$ cat src/verilog/cpuConsts.svh
`ifndef CPU_CONSTS_SVH
`define CPU_CONSTS_SVH

// Datapath widths
`define WORD_WIDTH 32
`define PC_WIDTH 12 // Instruction and data address
`define REG_ADDR_WIDTH 5
`define IMM_WIDTH 14
`define OPCODE_WIDTH 8

// Instruction field positions, lowest bit of each field
`define RD_LSB 27
`define RA_LSB 22
`define RB_LSB 17
`define SHAMT_LSB 12
`define IMM_LSB 8 // Immediate spans 21 down to 8

// Program counter
`define PC_STEP 4 // One word per instruction
`define PC_RESET 0

`endif

$ cat src/verilog/cpuPkg.sv
`default_nettype none
`include "cpuConsts.svh"

package cpuPkg;
	typedef logic [`WORD_WIDTH-1:0] word_t;
	typedef logic [`PC_WIDTH-1:0] pcAddr_t;
	typedef logic [`REG_ADDR_WIDTH-1:0] regAddr_t;

	// Opcode byte, anything not listed decodes as a NOP
	typedef enum logic [`OPCODE_WIDTH-1:0] {
		opNop = 8'h00,
		opAdd = 8'h01,
		opSub = 8'h02,
		opMul = 8'h03,
		opXor = 8'h04,
		opOr = 8'h05,
		opAnd = 8'h06,
		opSll = 8'h07,
		opSra = 8'h08,
		opSrl = 8'h09,
		opSle = 8'h0A,
		opAddi = 8'h10,
		opSlli = 8'h11,
		opLw = 8'h20,
		opSw = 8'h21
	} opcode_t;

	typedef enum logic [3:0] {
		aluAdd, aluSub, aluMul, aluXor, aluOr,
		aluAnd, aluSll, aluSra, aluSrl, aluSle
	} aluOp_t;

	// Second ALU operand
	typedef enum logic [1:0] {srcReg, srcImm, srcShamt} operandSrc_t;
endpackage

`default_nettype wire

$ cat src/verilog/fetchStage.sv
`default_nettype none
`include "cpuConsts.svh"

module fetchStage import cpuPkg::*; (
	input wire logic clk,
	input wire logic reset,
	input wire logic icacheReady,
	input wire word_t icacheInstr,
	input wire logic hold,
	input wire logic memBusy,
	output pcAddr_t icacheAddress,
	output logic icacheRequest,
	output word_t ifInstr
);

	pcAddr_t pc;
	logic frozen;
	logic accept;

	assign frozen = hold || memBusy;
	assign accept = icacheReady && !frozen; // Instruction taken this cycle

	assign icacheAddress = pc;
	assign icacheRequest = !reset; // Always fetching outside reset

	always_ff @(posedge clk) begin
		if (reset)
			pc <= pcAddr_t'(`PC_RESET);
		else if (accept)
			pc <= pc + pcAddr_t'(`PC_STEP);
	end

	// Fetch/decode register
	always_ff @(posedge clk) begin
		if (reset) begin
			ifInstr <= word_t'(opNop);
		end else if (!frozen) begin
			if (icacheReady)
				ifInstr <= icacheInstr;
			else
				ifInstr <= word_t'(opNop); // Cache miss becomes a bubble
		end
	end

endmodule

`default_nettype wire

$ cat src/verilog/decodeStage.sv
`default_nettype none
`include "cpuConsts.svh"

module decodeStage import cpuPkg::*; (
	input wire logic clk,
	input wire logic reset,
	input wire word_t ifInstr,
	input wire logic memBusy,
	input wire logic wbEnable,
	input wire regAddr_t wbAddr,
	input wire word_t wbData,
	output logic hold,
	output aluOp_t idAluOp,
	output operandSrc_t idSrc,
	output logic idRegWrite,
	output logic idMemRead,
	output logic idMemWrite,
	output regAddr_t idRd,
	output regAddr_t idRa,
	output regAddr_t idRb,
	output word_t idA,
	output word_t idB,
	output word_t idImm,
	output regAddr_t idShamt
);

	word_t regFile [2**`REG_ADDR_WIDTH];
	opcode_t opcode;
	regAddr_t rdField;
	regAddr_t raField;
	regAddr_t rbField;
	regAddr_t rbSel;
	logic [`IMM_WIDTH-1:0] immField;
	aluOp_t aluOp;
	operandSrc_t src;
	logic regWrite;
	logic memRead;
	logic memWrite;
	word_t aData;
	word_t bData;

	// Register read with bypass from the write port
	function automatic word_t readReg(regAddr_t addr);
		if (addr == '0)
			return '0;
		else if (wbEnable && addr == wbAddr)
			return wbData;
		return regFile[addr];
	endfunction

	assign opcode = opcode_t'(ifInstr[`OPCODE_WIDTH-1:0]);
	assign rdField = ifInstr[`RD_LSB +: `REG_ADDR_WIDTH];
	assign raField = ifInstr[`RA_LSB +: `REG_ADDR_WIDTH];
	assign rbField = ifInstr[`RB_LSB +: `REG_ADDR_WIDTH];
	assign immField = ifInstr[`IMM_LSB +: `IMM_WIDTH];
	assign rbSel = memWrite ? rdField : rbField; // Store data comes from the rd field

	always_comb begin
		src = srcReg;
		regWrite = 1'b0;
		memRead = 1'b0;
		memWrite = 1'b0;
		case (opcode)
			opAdd, opSub, opMul, opXor, opOr, opAnd, opSll, opSra, opSrl, opSle:
				regWrite = 1'b1;
			opAddi: begin
				regWrite = 1'b1;
				src = srcImm;
			end
			opSlli: begin
				regWrite = 1'b1;
				src = srcShamt;
			end
			opLw: begin
				regWrite = 1'b1;
				memRead = 1'b1;
				src = srcImm;
			end
			opSw: begin
				memWrite = 1'b1;
				src = srcImm; // Address is ra plus immediate
			end
			default: ;
		endcase
	end

	always_comb begin
		case (opcode)
			opSub: aluOp = aluSub;
			opMul: aluOp = aluMul;
			opXor: aluOp = aluXor;
			opOr: aluOp = aluOr;
			opAnd: aluOp = aluAnd;
			opSll, opSlli: aluOp = aluSll;
			opSra: aluOp = aluSra;
			opSrl: aluOp = aluSrl;
			opSle: aluOp = aluSle;
			default: aluOp = aluAdd;
		endcase
	end

	always_comb begin
		aData = readReg(raField);
		bData = readReg(rbSel);
	end

	always_ff @(posedge clk) begin
		if (wbEnable && wbAddr != '0)
			regFile[wbAddr] <= wbData;
	end

	// Load in decode/execute feeding the instruction being decoded
	assign hold = idMemRead && (idRd == raField || idRd == rbSel);

	always_ff @(posedge clk) begin
		if (reset) begin
			idRegWrite <= 1'b0;
			idMemRead <= 1'b0;
			idMemWrite <= 1'b0;
		end else if (!memBusy) begin
			idRegWrite <= regWrite && !hold;
			idMemRead <= memRead && !hold;
			idMemWrite <= memWrite && !hold;
		end
	end

	always_ff @(posedge clk) begin
		if (!memBusy) begin
			idAluOp <= aluOp;
			idSrc <= src;
			idRd <= rdField;
			idRa <= raField;
			idRb <= rbSel;
			idA <= aData;
			idB <= bData;
			idImm <= {{(`WORD_WIDTH - `IMM_WIDTH){immField[`IMM_WIDTH-1]}}, immField};
			idShamt <= ifInstr[`SHAMT_LSB +: `REG_ADDR_WIDTH];
		end
	end

endmodule

`default_nettype wire

$ cat src/verilog/executeStage.sv
`default_nettype none

module executeStage import cpuPkg::*; (
	input wire logic clk,
	input wire logic reset,
	input wire logic memBusy,
	input wire aluOp_t idAluOp,
	input wire operandSrc_t idSrc,
	input wire logic idRegWrite,
	input wire logic idMemRead,
	input wire logic idMemWrite,
	input wire regAddr_t idRd,
	input wire regAddr_t idRa,
	input wire regAddr_t idRb,
	input wire word_t idA,
	input wire word_t idB,
	input wire word_t idImm,
	input wire regAddr_t idShamt,
	input wire logic wbEnable,
	input wire regAddr_t wbAddr,
	input wire word_t wbData,
	output logic exRegWrite,
	output logic exMemRead,
	output logic exMemWrite,
	output regAddr_t exRd,
	output word_t exResult,
	output word_t exStoreData
);

	word_t opA;
	word_t regB;
	word_t opB;
	word_t aluResult;
	regAddr_t shiftAmount;

	// Newest value of a source register, execute/memory first
	function automatic word_t forwardValue(regAddr_t addr, word_t decoded);
		if (exRegWrite && exRd != '0 && exRd == addr)
			return exResult;
		else if (wbEnable && wbAddr != '0 && wbAddr == addr)
			return wbData;
		return decoded;
	endfunction

	always_comb begin
		opA = forwardValue(idRa, idA);
		regB = forwardValue(idRb, idB); // Also the store data
		case (idSrc)
			srcImm: opB = idImm;
			srcShamt: opB = word_t'(idShamt);
			default: opB = regB;
		endcase
	end

	assign shiftAmount = regAddr_t'(opB);

	always_comb begin
		case (idAluOp)
			aluSub: aluResult = opA - opB;
			aluMul: aluResult = opA * opB;
			aluXor: aluResult = opA ^ opB;
			aluOr: aluResult = opA | opB;
			aluAnd: aluResult = opA & opB;
			aluSll: aluResult = opA << shiftAmount;
			aluSra: aluResult = word_t'($signed(opA) >>> shiftAmount);
			aluSrl: aluResult = opA >> shiftAmount;
			aluSle: aluResult = word_t'(opA <= opB); // Unsigned compare
			default: aluResult = opA + opB;
		endcase
	end

	always_ff @(posedge clk) begin
		if (reset) begin
			exRegWrite <= 1'b0;
			exMemRead <= 1'b0;
			exMemWrite <= 1'b0;
		end else if (!memBusy) begin
			exRegWrite <= idRegWrite;
			exMemRead <= idMemRead;
			exMemWrite <= idMemWrite;
		end
	end

	always_ff @(posedge clk) begin
		if (!memBusy) begin
			exRd <= idRd;
			exResult <= aluResult;
			exStoreData <= regB;
		end
	end

endmodule

`default_nettype wire

$ cat src/verilog/memoryStage.sv
`default_nettype none
`include "cpuConsts.svh"

module memoryStage import cpuPkg::*; (
	input wire logic clk,
	input wire logic reset,
	input wire logic exRegWrite,
	input wire logic exMemRead,
	input wire logic exMemWrite,
	input wire regAddr_t exRd,
	input wire word_t exResult,
	input wire word_t exStoreData,
	input wire logic dcacheReady,
	input wire word_t dcacheReadData,
	output pcAddr_t dcacheAddress,
	output logic dcacheRead,
	output logic dcacheWrite,
	output logic memBusy,
	output word_t dcacheWriteData,
	output logic wbEnable,
	output regAddr_t wbAddr,
	output word_t wbData
);

	assign dcacheAddress = exResult[`PC_WIDTH-1:0];
	assign dcacheRead = exMemRead; // Level until the cache answers
	assign dcacheWrite = exMemWrite;
	assign dcacheWriteData = exStoreData;

	// Load still waiting on the data cache
	assign memBusy = dcacheRead && !dcacheReady;

	// Memory/writeback register
	always_ff @(posedge clk) begin
		if (reset)
			wbEnable <= 1'b0;
		else if (!memBusy)
			wbEnable <= exRegWrite;
	end

	always_ff @(posedge clk) begin
		if (!memBusy) begin
			wbAddr <= exRd;
			wbData <= exMemRead ? dcacheReadData : exResult;
		end
	end

endmodule

`default_nettype wire

$ cat src/verilog/cpuCore.sv
`default_nettype none

module cpuCore import cpuPkg::*; (
	input wire logic clk,
	input wire logic reset,
	input wire logic icacheReady,
	input wire word_t icacheInstr,
	output pcAddr_t icacheAddress,
	output logic icacheRequest,
	input wire logic dcacheReady,
	input wire word_t dcacheReadData,
	output pcAddr_t dcacheAddress,
	output logic dcacheRead,
	output logic dcacheWrite,
	output word_t dcacheWriteData
);

	// Stall controls
	logic hold;
	logic memBusy;

	word_t ifInstr; // Fetch/decode

	// Decode/execute
	aluOp_t idAluOp;
	operandSrc_t idSrc;
	logic idRegWrite;
	logic idMemRead;
	logic idMemWrite;
	regAddr_t idRd;
	regAddr_t idRa;
	regAddr_t idRb;
	word_t idA;
	word_t idB;
	word_t idImm;
	regAddr_t idShamt;

	// Execute/memory
	logic exRegWrite;
	logic exMemRead;
	logic exMemWrite;
	regAddr_t exRd;
	word_t exResult;
	word_t exStoreData;

	// Register file write port
	logic wbEnable;
	regAddr_t wbAddr;
	word_t wbData;

	fetchStage fetch (.*);
	decodeStage decode (.*);
	executeStage execute (.*);
	memoryStage memory (.*);

endmodule

`default_nettype wire

$ cat config.mk
export PLATFORM = sky130hd
export DESIGN_NAME = cpuCore
export DESIGN_NICKNAME = d
export VERILOG_FILES = /design/src/verilog/cpuPkg.sv /design/src/verilog/fetchStage.sv /design/src/verilog/decodeStage.sv /design/src/verilog/executeStage.sv /design/src/verilog/memoryStage.sv /design/src/verilog/cpuCore.sv
export VERILOG_INCLUDE_DIRS = /design/src /design/src/verilog
export SDC_FILE = /design/constraint.sdc
export NUM_CORES = 2
export LEC_CHECK = 0
export BUFFER_PORTS_ARGS = -buffer_cell sky130_fd_sc_hd__buf_2
export CORE_ASPECT_RATIO = 0.75
export CORE_MARGIN = 10
export CORE_UTILIZATION = 48
export CTS_CLUSTER_DIAMETER = 60
export DETAILED_ROUTE_END_ITERATION = 10
export SLEW_MARGIN = 20
export SYNTH_ARGS = -nofsm -noshare
export SYNTH_HDL_FRONTEND = slang
export SYNTH_SLANG_ARGS = --single-unit
$ cat constraint.sdc
create_clock -name clk -period 27.8 [get_ports clk]
set_clock_uncertainty 0.2 [all_clocks]
set_input_delay 4.17 -clock clk [delete_from_list [all_inputs] [get_ports clk]]
set_output_delay 4.17 -clock clk [all_outputs]
set_load 0.05 [all_outputs]
==> flow_metrics.env <==
export IMPL_setup_violations=0
export IMPL_grt_pass1_vias=62090
export IMPL_area_growth_pct=9.754
export IMPL_finalSetupTns_ns=0
export IMPL_synthCells=7423
export IMPL_synthFlopType="edfxtp_1"
export IMPL_die_w_um=500.7
export IMPL_hold_buffers=0
export IMPL_ys_warn_count=0
export IMPL_num_fill_cells=14950
export IMPL_synth_common_cells="nand2_1 (1366), edfxtp_1 (1229), nor2_1 (576)"
export IMPL_synth_area_per_cell_um2=11.21
export IMPL_ys_seq_area_share_pct=45.66
export IMPL_synth_area_leaders="edfxtp_1 (44%), fa_1 (9.9%), mux4_2 (9.0%)"
export IMPL_drtIter0Drc=10410
export IMPL_cts_sinks=1283
export IMPL_yosysUniqueCellTypes=95
export IMPL_crit_family="adder cells"
export IMPL_grt_antenna_before_repair=21
export IMPL_synth_async_reset_ratio_pct=0
export IMPL_drive_above_1_share_pct=14.56
export IMPL_clk_pin_slew_ns=0.07
export IMPL_grt_use_total_pct=35.38
export IMPL_crit_path_start_kind="flip-flop"
export IMPL_crit_required_ns=28.12
export IMPL_p_per_area_nw_per_um2=103.4
export IMPL_post_synth_top_area_cell="edfxtp_1"
export IMPL_drtAntennaViolNets=0
export IMPL_p_leak_nw=34.54
export IMPL_ir_drop_mv=0.1945
export IMPL_via_count=64580
export IMPL_hold_class="flip-flop to flip-flop"
export IMPL_numPortBuffers=124
export IMPL_end_kind="flip-flop"
export IMPL_grt_overflow=0
export IMPL_path_common_cell="xnor2_1"
export IMPL_cts_htree_levels=4
export IMPL_fp_dieH_um=380.5
export IMPL_via_per_inst=6.595
export IMPL_routedWlPerCell_um=35.12
export IMPL_arrival_ns=12.91
export IMPL_row_count=132
export IMPL_dp_hpwl_mm=235.1
export IMPL_path_buf_inv=2
export IMPL_drc=0
export IMPL_drv_cap=0
export IMPL_yosysMostFrequentCell="nand2_1"
export IMPL_synth_edf_count=1229
export IMPL_initial_core_util_pct=48.25
export IMPL_netlist_area_um2=83190
export IMPL_slowest_delay_ns=1.04
export IMPL_max_clock_freq_ghz=0.07942
export IMPL_finalWirelength_mm=343.9
export IMPL_clk_path_buf_depth=3
export IMPL_period_minus_slack_ns=12.59
export IMPL_firstDrtPassIters=6
export IMPL_rsz0062_at_grt="no"
export IMPL_critical_path_class="flip-flop to flip-flop"
export IMPL_r2r_setup_slack_ns=15.21
export IMPL_cts_resized_gates=0
export IMPL_numCtsBuffers=136
export IMPL_synth_seq_cells=1283
export IMPL_post_cts_setup_buffers=0
export IMPL_status="completed"
export IMPL_clock_latency_ns=0.79
export IMPL_cts_tree="done"
export IMPL_path_max_fanout=18
export IMPL_hold_violations=0
export IMPL_nNetsFinal=8111
export IMPL_min_period_over_period_pct=45.29
export IMPL_critPathSlowestCell="clkinv_1"
export IMPL_maxSlewViolCount=0
export IMPL_gp_congestion=1.048
export IMPL_synth_top_area_share_pct=44.36
export IMPL_slew_headroom_pct=19.53
export IMPL_tightest_slew_ns=1.204
export IMPL_p_total_mw=9.441
export IMPL_grt_max_degree=148
export IMPL_die_area_um2=190500
export IMPL_core_um2=172400
export IMPL_cts_root_buf="clkbuf_16"
export IMPL_grt_pass1_wl_mm=483.0
export IMPL_pin_count=127
[where the power goes]
group / leakage [nW] / switching [mW] / internal (mW)
clock: 2.15 / 0.822 / 1.00
sequential: 12.1 / 0.168 / 2.46
combinational: 20.3 / 3.37 / 1.62
[state kept, by name, indices dropped and copies added, names as in the netlist, 10 cells and up, named ones only]
name,flops
decode.regFile,1024
decode.idA,32
decode.idB,32
execute.exResult,32
execute.exStoreData,32
fetch.ifInstr,32
memory.wbData,32
decode.idImm,10
fetch.icacheAddress,10
[per-layer routing]
metal	wire, µm	global-route usage, %	vias to the layer above
met5	126	0	-
met2	130400	44.61	4627
met1	147000	53.64	32730
met3	54710	15.74	580
li1	-	-	26630
met4	11650	10.67	20
[cells by family (layout without fill, tap and decap cells)]
family	count (synthesis)	count (layout)	share of synthesized area [%]
AO/OA/AOI/OAI	979	979	8.066
adder cells (fa/ha/maj)	638	638	13.30
XOR/XNOR	156	156	1.718
buffers and inverters	1045	1101	4.986
other	1	36	0.004508
flip-flops	1283	1283	45.66
AND/OR/NAND/NOR	2701	2701	13.66
multiplexers	620	620	12.61
[stage by stage]
stage / instance area (µm²) / hold WS (ns) / std cells / utilization, % / setup WS [ns]
2_1_floorplan: 83310 / 0.2081 / 7456 / - / 17.55
3_3_place_gp: 86640 / 0.2165 / 9528 / 50.25 / 15.37
3_5_place_dp: 86740 / 0.2190 / 9536 / 50.31 / 15.68
4_1_cts: 91160 / 0.2340 / 9781 / 52.87 / 15.61
5_1_grt: 91300 / 0.2512 / 9790 / 52.95 / 14.84
6_report: 91300 / 0.2323 / 9792 / 52.95 / 15.21
[layout make-up]
cell class,count,area (µm²),area share [%]
Timing Repair Buffer,354,2494,2.731
Sequential cell,1283,38010,41.63
Inverter,502,1914,2.097
Antenna cell,2,5.005,0.005482
Clock buffer,158,3538,3.876
Clock inverter,87,880.8,0.9648
Tap cell,2278,2850,3.122
Multi-Input combinational cell,5128,41610,45.58
[final timing paths]
check	startpoint	to	depth (start not counted)
worst max register to register	memory.wbAddr[4]	execute.exResult[31]	31
worst min register to register	fetch.ifInstr[16]	decode.idImm[8]	0
worst min-delay path	fetch.ifInstr[16]	decode.idImm[8]	0
worst max-delay path	memory.wbAddr[4]	execute.exResult[31]	31
[layout by cell type, fill, tap and decap left out, types with 15 or more instances in the layout]
cell type / synthesis / layout
inv_1: 480 / 476
conb_1: 1 / 34
nor3_1: 47 / 44
o22ai_1: 43 / 43
edfxtp_1: 1229 / 1229
clkbuf_1: 409 / 19
a221oi_1: 20 / 20
clkinv_1: 9 / 38
a21oi_1: 231 / 230
mux2_2: 96 / 96
o21ai_0: 151 / 150
nand2b_1: 18 / 18
fa_1: 410 / 410
o21bai_1: 20 / 19
nor2b_1: 15 / 15
buf_2: 27 / 127
ha_1: 228 / 227
mux4_2: 331 / 331
buf_4: 20 / 208
nor2_4: 0 / 33
o221ai_1: 19 / 19
a22oi_1: 23 / 23
dfxtp_1: 54 / 48
a31oi_1: 58 / 58
o211ai_1: 23 / 23
mux2i_1: 184 / 179
nor2_1: 576 / 539
a211oi_1: 68 / 68
clkinv_2: 1 / 27
o31ai_1: 22 / 18
and3_1: 79 / 79
clkbuf_16: 0 / 138
a311oi_1: 144 / 144
nand3_1: 528 / 527
xor2_1: 42 / 42
xnor2_1: 109 / 109
a21o_1: 35 / 35
o21ai_1: 15 / 15
nand2_1: 1366 / 1365
[worst reg2reg max path, delay by kind of cell, from the launching register on]
kind / cells / cell delay, ns
xor+xnor: 11 / 2.69
flops: 1 / 0.61
fa+ha+maj: 8 / 3.87
compound gates: 4 / 1.28
buf+inv: 2 / 1.13
simple gates: 6 / 2.57
(Power assumes the default switching activity.)
